--- config.mk ---
export PLATFORM = sky130hd
export DESIGN_NAME = music_player
export DESIGN_NICKNAME = d
export VERILOG_FILES = /design/src/hdl/music_player_pkg.sv /design/src/hdl/frame_timer.sv /design/src/hdl/mcu.sv /design/src/hdl/music_player.sv /design/src/hdl/note_voice.sv /design/src/hdl/song_reader.sv /design/src/hdl/voice_mixer.sv
export VERILOG_INCLUDE_DIRS = /design/src /design/src/hdl
export SDC_FILE = /design/constraint.sdc
export NUM_CORES = 1
export LEC_CHECK = 0
export BUFFER_PORTS_ARGS = -buffer_cell sky130_fd_sc_hd__buf_2
export CAP_MARGIN = 0
export CORE_MARGIN = 3
export CORE_UTILIZATION = 52
export DETAILED_ROUTE_END_ITERATION = 8
export GPL_ROUTABILITY_DRIVEN = 0
export HOLD_SLACK_MARGIN = 0.06
export PLACE_DENSITY = 0.75
export SLEW_MARGIN = 20
export SYNTH_ARGS = -nofsm -noshare
export SYNTH_HDL_FRONTEND = slang
export SYNTH_SLANG_ARGS = --single-unit
--- constraint.sdc ---
create_clock -name clk -period 1.9 [get_ports clk]
set_input_delay 0.19 -clock clk [delete_from_list [all_inputs] [get_ports clk]]
set_output_delay 0.19 -clock clk [all_outputs]
set_load 0.1 [all_outputs]
--- src/hdl/music_player_params.svh ---
`ifndef MUSIC_PLAYER_PARAMS_SVH
`define MUSIC_PLAYER_PARAMS_SVH

// frames per beat at the 48 kHz codec rate
`define BEAT_COUNT_DEFAULT 1000

// phase added per frame for each unit of note code
`define PHASE_STEP_UNIT 64

// peak level of one square voice
`define VOICE_AMPLITUDE 16'h2000

// tremolo mutes one beat out of this many
`define TREMOLO_PERIOD 11

// song table size
`define SONG_COUNT 4
`define CHORDS_PER_SONG 4

`endif

--- src/hdl/music_player_pkg.sv ---
package music_player_pkg;

    // pitch code, zero means rest
    typedef logic [5:0] note_code_t;

    // note length in beats
    typedef logic [5:0] duration_t;

    // signed codec sample
    typedef logic signed [15:0] sample_t;

    // index into the song table
    typedef logic [1:0] song_id_t;

    // voice phase accumulator, top bit picks the square half
    typedef logic [15:0] phase_t;

    // one chord row of the song table
    // three pitches first, then their lengths in the same voice order
    typedef struct packed {
        note_code_t note_one;
        note_code_t note_two;
        note_code_t note_three;
        duration_t  duration_one;
        duration_t  duration_two;
        duration_t  duration_three;
    } chord_t;

endpackage

--- src/hdl/frame_timer.sv ---
`timescale 1ns/1ns
`include "music_player_params.svh"

module frame_timer #(
    parameter int beat_count = `BEAT_COUNT_DEFAULT
) (
    input  logic clk,
    input  logic arst_n,
    input  logic new_frame,
    output logic sample_strobe,
    output logic beat
);

    localparam int cnt_w = (beat_count > 1) ? $clog2(beat_count) : 1;

    logic [cnt_w-1:0] frame_cnt;
    logic             last_frame;

    // frame that closes the current beat
    assign last_frame = (frame_cnt == cnt_w'(beat_count - 1));

    always_ff @(posedge clk or negedge arst_n) begin
        if (!arst_n) begin
            sample_strobe <= 1'b0;
            beat          <= 1'b0;
            frame_cnt     <= '0;
        end else begin
            // codec frame pulse delayed one cycle
            sample_strobe <= new_frame;
            // beat rides on the strobe of the last frame
            beat          <= new_frame && last_frame;
            if (new_frame) begin
                frame_cnt <= last_frame ? '0 : frame_cnt + 1'b1;
            end
        end
    end

    // beat never shows up between frames
    assert property (@(posedge clk) disable iff (!arst_n) beat |-> sample_strobe)
        else $error("beat without sample_strobe");

endmodule

--- src/hdl/mcu.sv ---
`timescale 1ns/1ns
`include "music_player_params.svh"

module mcu (
    input  logic                       clk,
    input  logic                       arst_n,
    input  logic                       play_button,
    input  logic                       next_button,
    input  logic                       song_done,
    output logic                       play,
    output logic                       reset_player,
    output music_player_pkg::song_id_t song
);

    typedef enum logic {
        st_paused,
        st_playing
    } mcu_state_t;

    mcu_state_t state;
    mcu_state_t state_next;
    logic       restart;

    // next song and end of song both stop play and rewind the reader
    assign restart = next_button || song_done;

    always_comb begin
        state_next = state;
        if (restart) begin
            state_next = st_paused;
        end else if (play_button) begin
            // play button toggles between play and pause
            state_next = (state == st_playing) ? st_paused : st_playing;
        end
    end

    always_ff @(posedge clk or negedge arst_n) begin
        if (!arst_n) begin
            state        <= st_paused;
            reset_player <= 1'b0;
            song         <= '0;
        end else begin
            state        <= state_next;
            reset_player <= restart;
            // song index wraps after the last table entry
            if (next_button) begin
                song <= (song == music_player_pkg::song_id_t'(`SONG_COUNT - 1)) ?
                        '0 : song + 1'b1;
            end
        end
    end

    assign play = (state == st_playing);

    // next press and song end never land back to back
    assert property (@(posedge clk) disable iff (!arst_n) reset_player |=> !reset_player)
        else $error("reset_player high on two consecutive cycles");

endmodule

--- src/hdl/music_player.sv ---
`timescale 1ns/1ns
`include "music_player_params.svh"

module music_player #(
    parameter int beat_count = `BEAT_COUNT_DEFAULT
) (
    input  logic                      clk,
    input  logic                      arst_n,
    input  logic                      play_button,
    input  logic                      next_button,
    input  logic                      new_frame,
    output logic                      new_sample_generated,
    output music_player_pkg::sample_t sample_total_out,
    output music_player_pkg::sample_t sample_one_out,
    output music_player_pkg::sample_t sample_two_out,
    output music_player_pkg::sample_t sample_three_out
);

    // control
    logic                       play;
    logic                       reset_player;
    logic                       song_done;
    music_player_pkg::song_id_t song;

    // chord path
    music_player_pkg::chord_t   chord;
    logic                       chord_load;
    logic [2:0]                 voice_idle;

    // frame timing
    logic                       sample_strobe;
    logic                       beat;

    mcu u_mcu (
        .clk          (clk),
        .arst_n       (arst_n),
        .play_button  (play_button),
        .next_button  (next_button),
        .song_done    (song_done),
        .play         (play),
        .reset_player (reset_player),
        .song         (song)
    );

    // reset_player stops here, the voices ring out untouched
    song_reader u_song_reader (
        .clk          (clk),
        .arst_n       (arst_n),
        .play         (play),
        .reset_player (reset_player),
        .beat         (beat),
        .song         (song),
        .voice_idle   (voice_idle),
        .chord        (chord),
        .chord_load   (chord_load),
        .song_done    (song_done)
    );

    frame_timer #(
        .beat_count (beat_count)
    ) u_frame_timer (
        .clk           (clk),
        .arst_n        (arst_n),
        .new_frame     (new_frame),
        .sample_strobe (sample_strobe),
        .beat          (beat)
    );

    note_voice u_voice_one (
        .clk           (clk),
        .arst_n        (arst_n),
        .play          (play),
        .chord_load    (chord_load),
        .beat          (beat),
        .sample_strobe (sample_strobe),
        .note          (chord.note_one),
        .duration      (chord.duration_one),
        .sample_out    (sample_one_out),
        .idle          (voice_idle[0])
    );

    note_voice u_voice_two (
        .clk           (clk),
        .arst_n        (arst_n),
        .play          (play),
        .chord_load    (chord_load),
        .beat          (beat),
        .sample_strobe (sample_strobe),
        .note          (chord.note_two),
        .duration      (chord.duration_two),
        .sample_out    (sample_two_out),
        .idle          (voice_idle[1])
    );

    note_voice u_voice_three (
        .clk           (clk),
        .arst_n        (arst_n),
        .play          (play),
        .chord_load    (chord_load),
        .beat          (beat),
        .sample_strobe (sample_strobe),
        .note          (chord.note_three),
        .duration      (chord.duration_three),
        .sample_out    (sample_three_out),
        .idle          (voice_idle[2])
    );

    voice_mixer u_voice_mixer (
        .clk           (clk),
        .arst_n        (arst_n),
        .sample_strobe (sample_strobe),
        .beat          (beat),
        .play          (play),
        .sample_one    (sample_one_out),
        .sample_two    (sample_two_out),
        .sample_three  (sample_three_out),
        .sample_total  (sample_total_out)
    );

    // a new sample is produced on every strobe
    assign new_sample_generated = sample_strobe;

endmodule

--- src/hdl/note_voice.sv ---
`timescale 1ns/1ns
`include "music_player_params.svh"

module note_voice (
    input  logic                         clk,
    input  logic                         arst_n,
    input  logic                         play,
    input  logic                         chord_load,
    input  logic                         beat,
    input  logic                         sample_strobe,
    input  music_player_pkg::note_code_t note,
    input  music_player_pkg::duration_t  duration,
    output music_player_pkg::sample_t    sample_out,
    output logic                         idle
);

    localparam music_player_pkg::sample_t amp_high = `VOICE_AMPLITUDE;
    localparam music_player_pkg::sample_t amp_low  = -amp_high;

    music_player_pkg::note_code_t note_q;
    music_player_pkg::duration_t  beats_left;
    music_player_pkg::phase_t     phase;
    music_player_pkg::phase_t     phase_step;
    music_player_pkg::phase_t     phase_next;
    logic                         advance;

    // done once the beat count runs out
    assign idle = (beats_left == '0);

    // one phase step per frame while sounding
    assign advance    = sample_strobe && play && !idle;
    assign phase_step = music_player_pkg::phase_t'(note_q) *
                        music_player_pkg::phase_t'(`PHASE_STEP_UNIT);
    assign phase_next = phase + phase_step;

    // pitch of the current note
    always_ff @(posedge clk) begin
        if (chord_load) begin
            note_q <= note;
        end
    end

    always_ff @(posedge clk or negedge arst_n) begin
        if (!arst_n) begin
            beats_left <= '0;
            phase      <= '0;
            sample_out <= '0;
        end else begin
            // duration counts down only while playing
            if (chord_load) begin
                beats_left <= duration;
            end else if (play && beat && !idle) begin
                beats_left <= beats_left - 1'b1;
            end

            // restart the wave at each new note
            if (chord_load) begin
                phase <= '0;
            end else if (advance) begin
                phase <= phase_next;
            end

            // sample holds while paused
            if (sample_strobe && play) begin
                if (!advance || note_q == '0) begin
                    // rest or finished note
                    sample_out <= '0;
                end else begin
                    sample_out <= phase_next[15] ? amp_low : amp_high;
                end
            end
        end
    end

endmodule

--- src/hdl/song_reader.sv ---
`timescale 1ns/1ns
`include "music_player_params.svh"

module song_reader (
    input  logic                       clk,
    input  logic                       arst_n,
    input  logic                       play,
    input  logic                       reset_player,
    input  logic                       beat,
    input  music_player_pkg::song_id_t song,
    input  logic [2:0]                 voice_idle,
    output music_player_pkg::chord_t   chord,
    output logic                       chord_load,
    output logic                       song_done
);

    localparam int idx_w = $clog2(`CHORDS_PER_SONG);

    // wait: no chord issued yet, run: a chord is sounding
    typedef enum logic {
        st_wait,
        st_run
    } reader_state_t;

    reader_state_t    state;
    logic [idx_w-1:0] chord_idx;
    logic             step;

    // voices all done, hold off while a load or song end is in flight
    assign step = play && (&voice_idle) && !chord_load && !song_done;

    always_ff @(posedge clk or negedge arst_n) begin
        if (!arst_n) begin
            state      <= st_wait;
            chord_idx  <= '0;
            chord_load <= 1'b0;
            song_done  <= 1'b0;
        end else begin
            chord_load <= 1'b0;
            song_done  <= 1'b0;
            if (reset_player) begin
                // rewind only, voices keep ringing out
                state     <= st_wait;
                chord_idx <= '0;
            end else if (step) begin
                if (state == st_wait) begin
                    chord_load <= 1'b1;
                    state      <= st_run;
                end else if (chord_idx == idx_w'(`CHORDS_PER_SONG - 1)) begin
                    // last chord finished
                    chord_idx <= '0;
                    state     <= st_wait;
                    song_done <= 1'b1;
                end else begin
                    // next chord goes out on the same edge as the index
                    chord_idx  <= chord_idx + 1'b1;
                    chord_load <= 1'b1;
                end
            end
        end
    end

    // song table, notes then durations in beats
    always_comb begin
        case ({song, chord_idx})
            4'h0: chord = '{6'd40, 6'd48, 6'd55, 6'd4, 6'd4, 6'd4};
            4'h1: chord = '{6'd43, 6'd0, 6'd50, 6'd3, 6'd2, 6'd3};
            4'h2: chord = '{6'd45, 6'd52, 6'd60, 6'd2, 6'd4, 6'd2};
            4'h3: chord = '{6'd40, 6'd47, 6'd55, 6'd5, 6'd5, 6'd5};
            4'h4: chord = '{6'd36, 6'd44, 6'd51, 6'd3, 6'd3, 6'd3};
            4'h5: chord = '{6'd38, 6'd46, 6'd0, 6'd2, 6'd2, 6'd1};
            4'h6: chord = '{6'd41, 6'd49, 6'd56, 6'd4, 6'd2, 6'd2};
            4'h7: chord = '{6'd36, 6'd43, 6'd63, 6'd6, 6'd6, 6'd3};
            4'h8: chord = '{6'd50, 6'd57, 6'd62, 6'd2, 6'd2, 6'd2};
            4'h9: chord = '{6'd0, 6'd53, 6'd58, 6'd1, 6'd3, 6'd3};
            4'ha: chord = '{6'd48, 6'd55, 6'd61, 6'd4, 6'd4, 6'd2};
            4'hb: chord = '{6'd46, 6'd53, 6'd59, 6'd3, 6'd5, 6'd5};
            4'hc: chord = '{6'd33, 6'd40, 6'd47, 6'd2, 6'd3, 6'd4};
            4'hd: chord = '{6'd35, 6'd42, 6'd49, 6'd2, 6'd2, 6'd2};
            4'he: chord = '{6'd37, 6'd0, 6'd0, 6'd3, 6'd1, 6'd1};
            4'hf: chord = '{6'd32, 6'd39, 6'd44, 6'd5, 6'd4, 6'd3};
            default: chord = '0;
        endcase
    end

    // a load only goes out when every voice has finished its note
    assert property (@(posedge clk) disable iff (!arst_n) chord_load |-> &voice_idle)
        else $error("chord_load while a voice is busy");

    // durations must not lose a beat on the load edge
    assert property (@(posedge clk) disable iff (!arst_n) chord_load |-> !beat)
        else $error("chord_load coincides with beat");

endmodule

--- src/hdl/voice_mixer.sv ---
`timescale 1ns/1ns
`include "music_player_params.svh"

module voice_mixer (
    input  logic                      clk,
    input  logic                      arst_n,
    input  logic                      sample_strobe,
    input  logic                      beat,
    input  logic                      play,
    input  music_player_pkg::sample_t sample_one,
    input  music_player_pkg::sample_t sample_two,
    input  music_player_pkg::sample_t sample_three,
    output music_player_pkg::sample_t sample_total
);

    localparam int trem_w = $clog2(`TREMOLO_PERIOD);

    logic [trem_w-1:0]         trem_cnt;
    logic [trem_w-1:0]         trem_next;
    logic                      mute;
    music_player_pkg::sample_t mix;

    // quarter level per voice so three full voices cannot overflow
    assign mix = (sample_one >>> 2) + (sample_two >>> 2) + (sample_three >>> 2);

    // tremolo position moves on beats while playing
    always_comb begin
        trem_next = trem_cnt;
        if (beat && play) begin
            trem_next = (trem_cnt == trem_w'(`TREMOLO_PERIOD - 1)) ?
                        '0 : trem_cnt + 1'b1;
        end
    end

    // silent from the beat that wraps the count until the following beat
    assign mute = (trem_next == '0);

    always_ff @(posedge clk or negedge arst_n) begin
        if (!arst_n) begin
            trem_cnt     <= '0;
            sample_total <= '0;
        end else begin
            trem_cnt <= trem_next;
            // output steps once per frame, one frame behind the voices
            if (sample_strobe) begin
                sample_total <= mute ? '0 : mix;
            end
        end
    end

endmodule

==> flow_summary.ini <==
[run_status]
status = complete, but fails checks
violations = negative setup slack

[pwr]
ir_worst_vdd_mv = 0.703
p_sw_mw = 4.16
pwr-share-clk_pct = 18.9
sw_frac_of_total_pct = 43.5
intPower_mw = 5.41
pwr-share-comb_pct = 47.2
seqPwrFrac_pct = 33.8
power.density_nw_per_um2 = 1290
p_leak_nw = 3.33
total_power_mw = 9.57

[grt]
grt_start_max_net_pins = 80
groute.layer.met2.usage_pct = 35.7
met1_usage_pct = 25.7
track_usage_pct = 20.7
gr-total-overflow = 0
grt_pass1_wl_mm = 22.4
grt.met3_usage_pct = 4.61
antenna_found_initial = 0
top_usage_layer = met2
grt_pass1_vias = 4770

[clock_tree]
htreeDepth = 3
path_clk_slew_ns = 0.08
clk_path_buf_depth = 2
cts_tree = yes
clock_latency_ns = 0.36
clock-root-buffer = clkbuf_16
clock-sinks = 102
cts_buffers = 9

[synth]
synth_top_area_share_pct = 33.2
syn_area_per_cell_um2 = 9.38
synth_edf_count = 18
yosysWarnings = 0
async_reset_ff_share_pct = 82.4
yosysTopAreaCell = dfrtp_1
synth.area.top_cells = dfrtp_1, edfxtp_1, ha_1
synth_flop_cell = dfrtp_1
ys_seq_elements = 102
netlist_area_um2 = 6320
ys_seq_area_share_pct = 41.8
synth_cells = 674
synth_cell_types = 63

[finish]
fin_nets = 786
register_area_um2 = 2660
multi_input_area_um2 = 3540
syn_to_final_growth_pct = 17.3
drive_gt1_share_pct = 25.0
n_antenna_cell = 0
fillers = 904

[route]
wl_per_cell_um = 15.8
avgViaCountPerCell = 5.64
drtIter0Drc = 473
vias = 5011
ant_nets = 0
wirelength_mm = 14.1
drc_errors = 0
drt_pass1_iterations = 6

[timing]
slew_viol_final = 0
fin_crit_sh_pct = 107
fmax_ghz = 0.492
maxSlewHeadroom_pct = 64.9
layout_setup_ws_ns = -0.131
period_minus_slack_ns = 2.03
fin_worst_hold_slack_ns = 0.0887
setup_viol = 14
fin_skew_ns = 0.00956
worstMarginPinSlew_ns = 0.526
rsz0062_at_grt = yes
finalHoldViolations = 0

[critical_path]
r2r-end = u_voice_two.phase[14]
critPathRequiredTime_ns = 2.15
r2r_slack_ns = -0.13
timing.rr.start = u_voice_two.note_q[0]
worstPathMaxFanout = 2
criticalPathCategory = flop to flop
start_kind = flop
cp-end-kind = flop
worstRegToRegCells = 8
cp.arrival_ns = 2.28

[hold_path]
min_from = next_button
hp-class = input port to flop
worst_hold_path.endpoint = u_mcu.song[1]
min_path_cells = 2

[die]
num_rows = 39
start_util_pct = 54.2
core-area_um2 = 11700
die_area_um2 = 13500
die_w_um = 116
io_pins = 70
die_h_um = 116

[placement]
post-dp-hpwl_mm = 9.58
dp_slack_ns = -0.148
io_buffer_count = 19

[flow_run]
drv_cap = 0
cell usage in the layout (no fill, tap or decap), drive strengths merged, types with 7 or more instances in the layout:
cell	n
or2	9
nand2	59
conb	50
o31ai	8
xor2	7
clkbuf	9
inv	41
ha	35
nor3	9
o21ai	45
a211oi	10
xnor2	28
a21o	12
edfxtp	18
a21oi	45
buf	79
nand2b	9
nand3	23
dfrtp	84
nor2	63
nor2b	14
cell type report:
type | instances | share of cell area (%)
clock inverter | 7 | 0.844
multi-input combinational | 510 | 47.8
sequential | 102 | 35.9
inverter | 36 | 1.89
clock buffer | 9 | 3.04
tap | 143 | 2.41
timing repair buffer | 81 | 8.13
layer usage:
metal  wire length (µm)  share of wire (%)  up-vias
met2               7250                 52      149
met4                289                2.1        0
li1                   -                  -     2376
met3                668                4.7       32
met1               5860                 42     2454
met5                  0                  0        -
metrics by stage:
step / instances / setup TNS [ns] / instance area (µm²) / utilization [%]
after floorplan: 723 / -0.531 / 6540 / -
after global placement: 853 / -0.122 / 6670 / 57.2
after detailed placement: 853 / -0.544 / 6670 / 57.2
after CTS: 881 / -0.320 / 7120 / 61.0
after global routing: 888 / -2.31 / 7420 / 63.6
final: 888 / -0.890 / 7420 / 63.6
logic make-up after synthesis:
group                    after synthesis  share of synthesized area [%]
AND/OR/NAND/NOR                      226                           18.3
AO/OA/AOI/OAI                        150                           15.0
buffers and inverters                111                           9.77
flip-flops                           102                           41.8
adder cells (fa/ha/maj)               41                           8.82
XOR/XNOR                              35                           4.85
multiplexers                           8                           1.33
other                                  1                         0.0593
synth_stat cells, types with 8 or more instances:
cell / number
or2_2: 8
nand3_1: 23
inv_1: 36
dfrtp_1: 84
clkbuf_1: 19
nand2b_1: 9
nand2_1: 58
xnor2_1: 28
nor3_1: 9
edfxtp_1: 18
buf_4: 53
o21ai_0: 43
a21o_1: 12
nor2_1: 62
ha_1: 35
a21oi_1: 42
nor2b_1: 14
a211oi_1: 10
o31ai_1: 8
worst max-delay path by stage:
stage | startpoint | to | slack (ns) | depth (start not counted)
after floorplan | u_voice_one.sample_out[14] | u_voice_mixer.sample_total[13] | -0.18 | 7
after global placement | u_voice_two.phase[6] | u_voice_two.phase[14] | -0.07 | 8
after detailed placement | u_voice_three.note_q[0] | u_voice_three.phase[14] | -0.15 | 8
after CTS | u_voice_two.note_q[0] | u_voice_two.phase[14] | -0.13 | 8
after global routing | u_voice_two.note_q[0] | u_voice_two.phase[14] | -0.19 | 8
final | u_voice_two.note_q[0] | u_voice_two.phase[14] | -0.13 | 8
power groups by stage:
| stage | logic [mW] | clock network (mW) | registers, mW |
|---|---|---|---|
| floorplan | 2.90 | 0 | 3.35 |
| global placement | 3.75 | 0 | 3.19 |
| detailed placement | 3.89 | 0 | 3.22 |
| CTS | 4.06 | 1.86 | 3.19 |
| global route | 4.95 | 1.97 | 3.30 |
| finish | 4.52 | 1.81 | 3.24 |
state kept, by name (all words and copies together) (netlist names), 4 cells and up:
register                    count
u_frame_timer.frame_cnt        10
u_voice_one.phase              10
u_voice_three.phase            10
u_voice_two.phase              10
u_voice_one.beats_left          6
u_voice_one.note_q              6
u_voice_three.beats_left        6
u_voice_three.note_q            6
u_voice_two.beats_left          6
u_voice_two.note_q              6
u_voice_mixer.sample_total      5
u_voice_mixer.trem_cnt          4
worst max-delay path, stage by stage, from the launching register on:
cell	delay, ns
edfxtp_1	0.40
ha_2	0.21
inv_2	0.05
fa_2	0.20
nor2b_2	0.05
o31a_1	0.25
o311a_1	0.37
nand3_2	0.10
mux2_4	0.29
timing repair:
item	4_1_cts	5_1_grt
buffers inserted	10	9
setup endpoints to repair	10	38
pin swaps	12	25
resized for setup	20	58
hold buffers	2	0
hold endpoints to repair	30	0
Note: power is estimated with default switching activity, not from simulation.
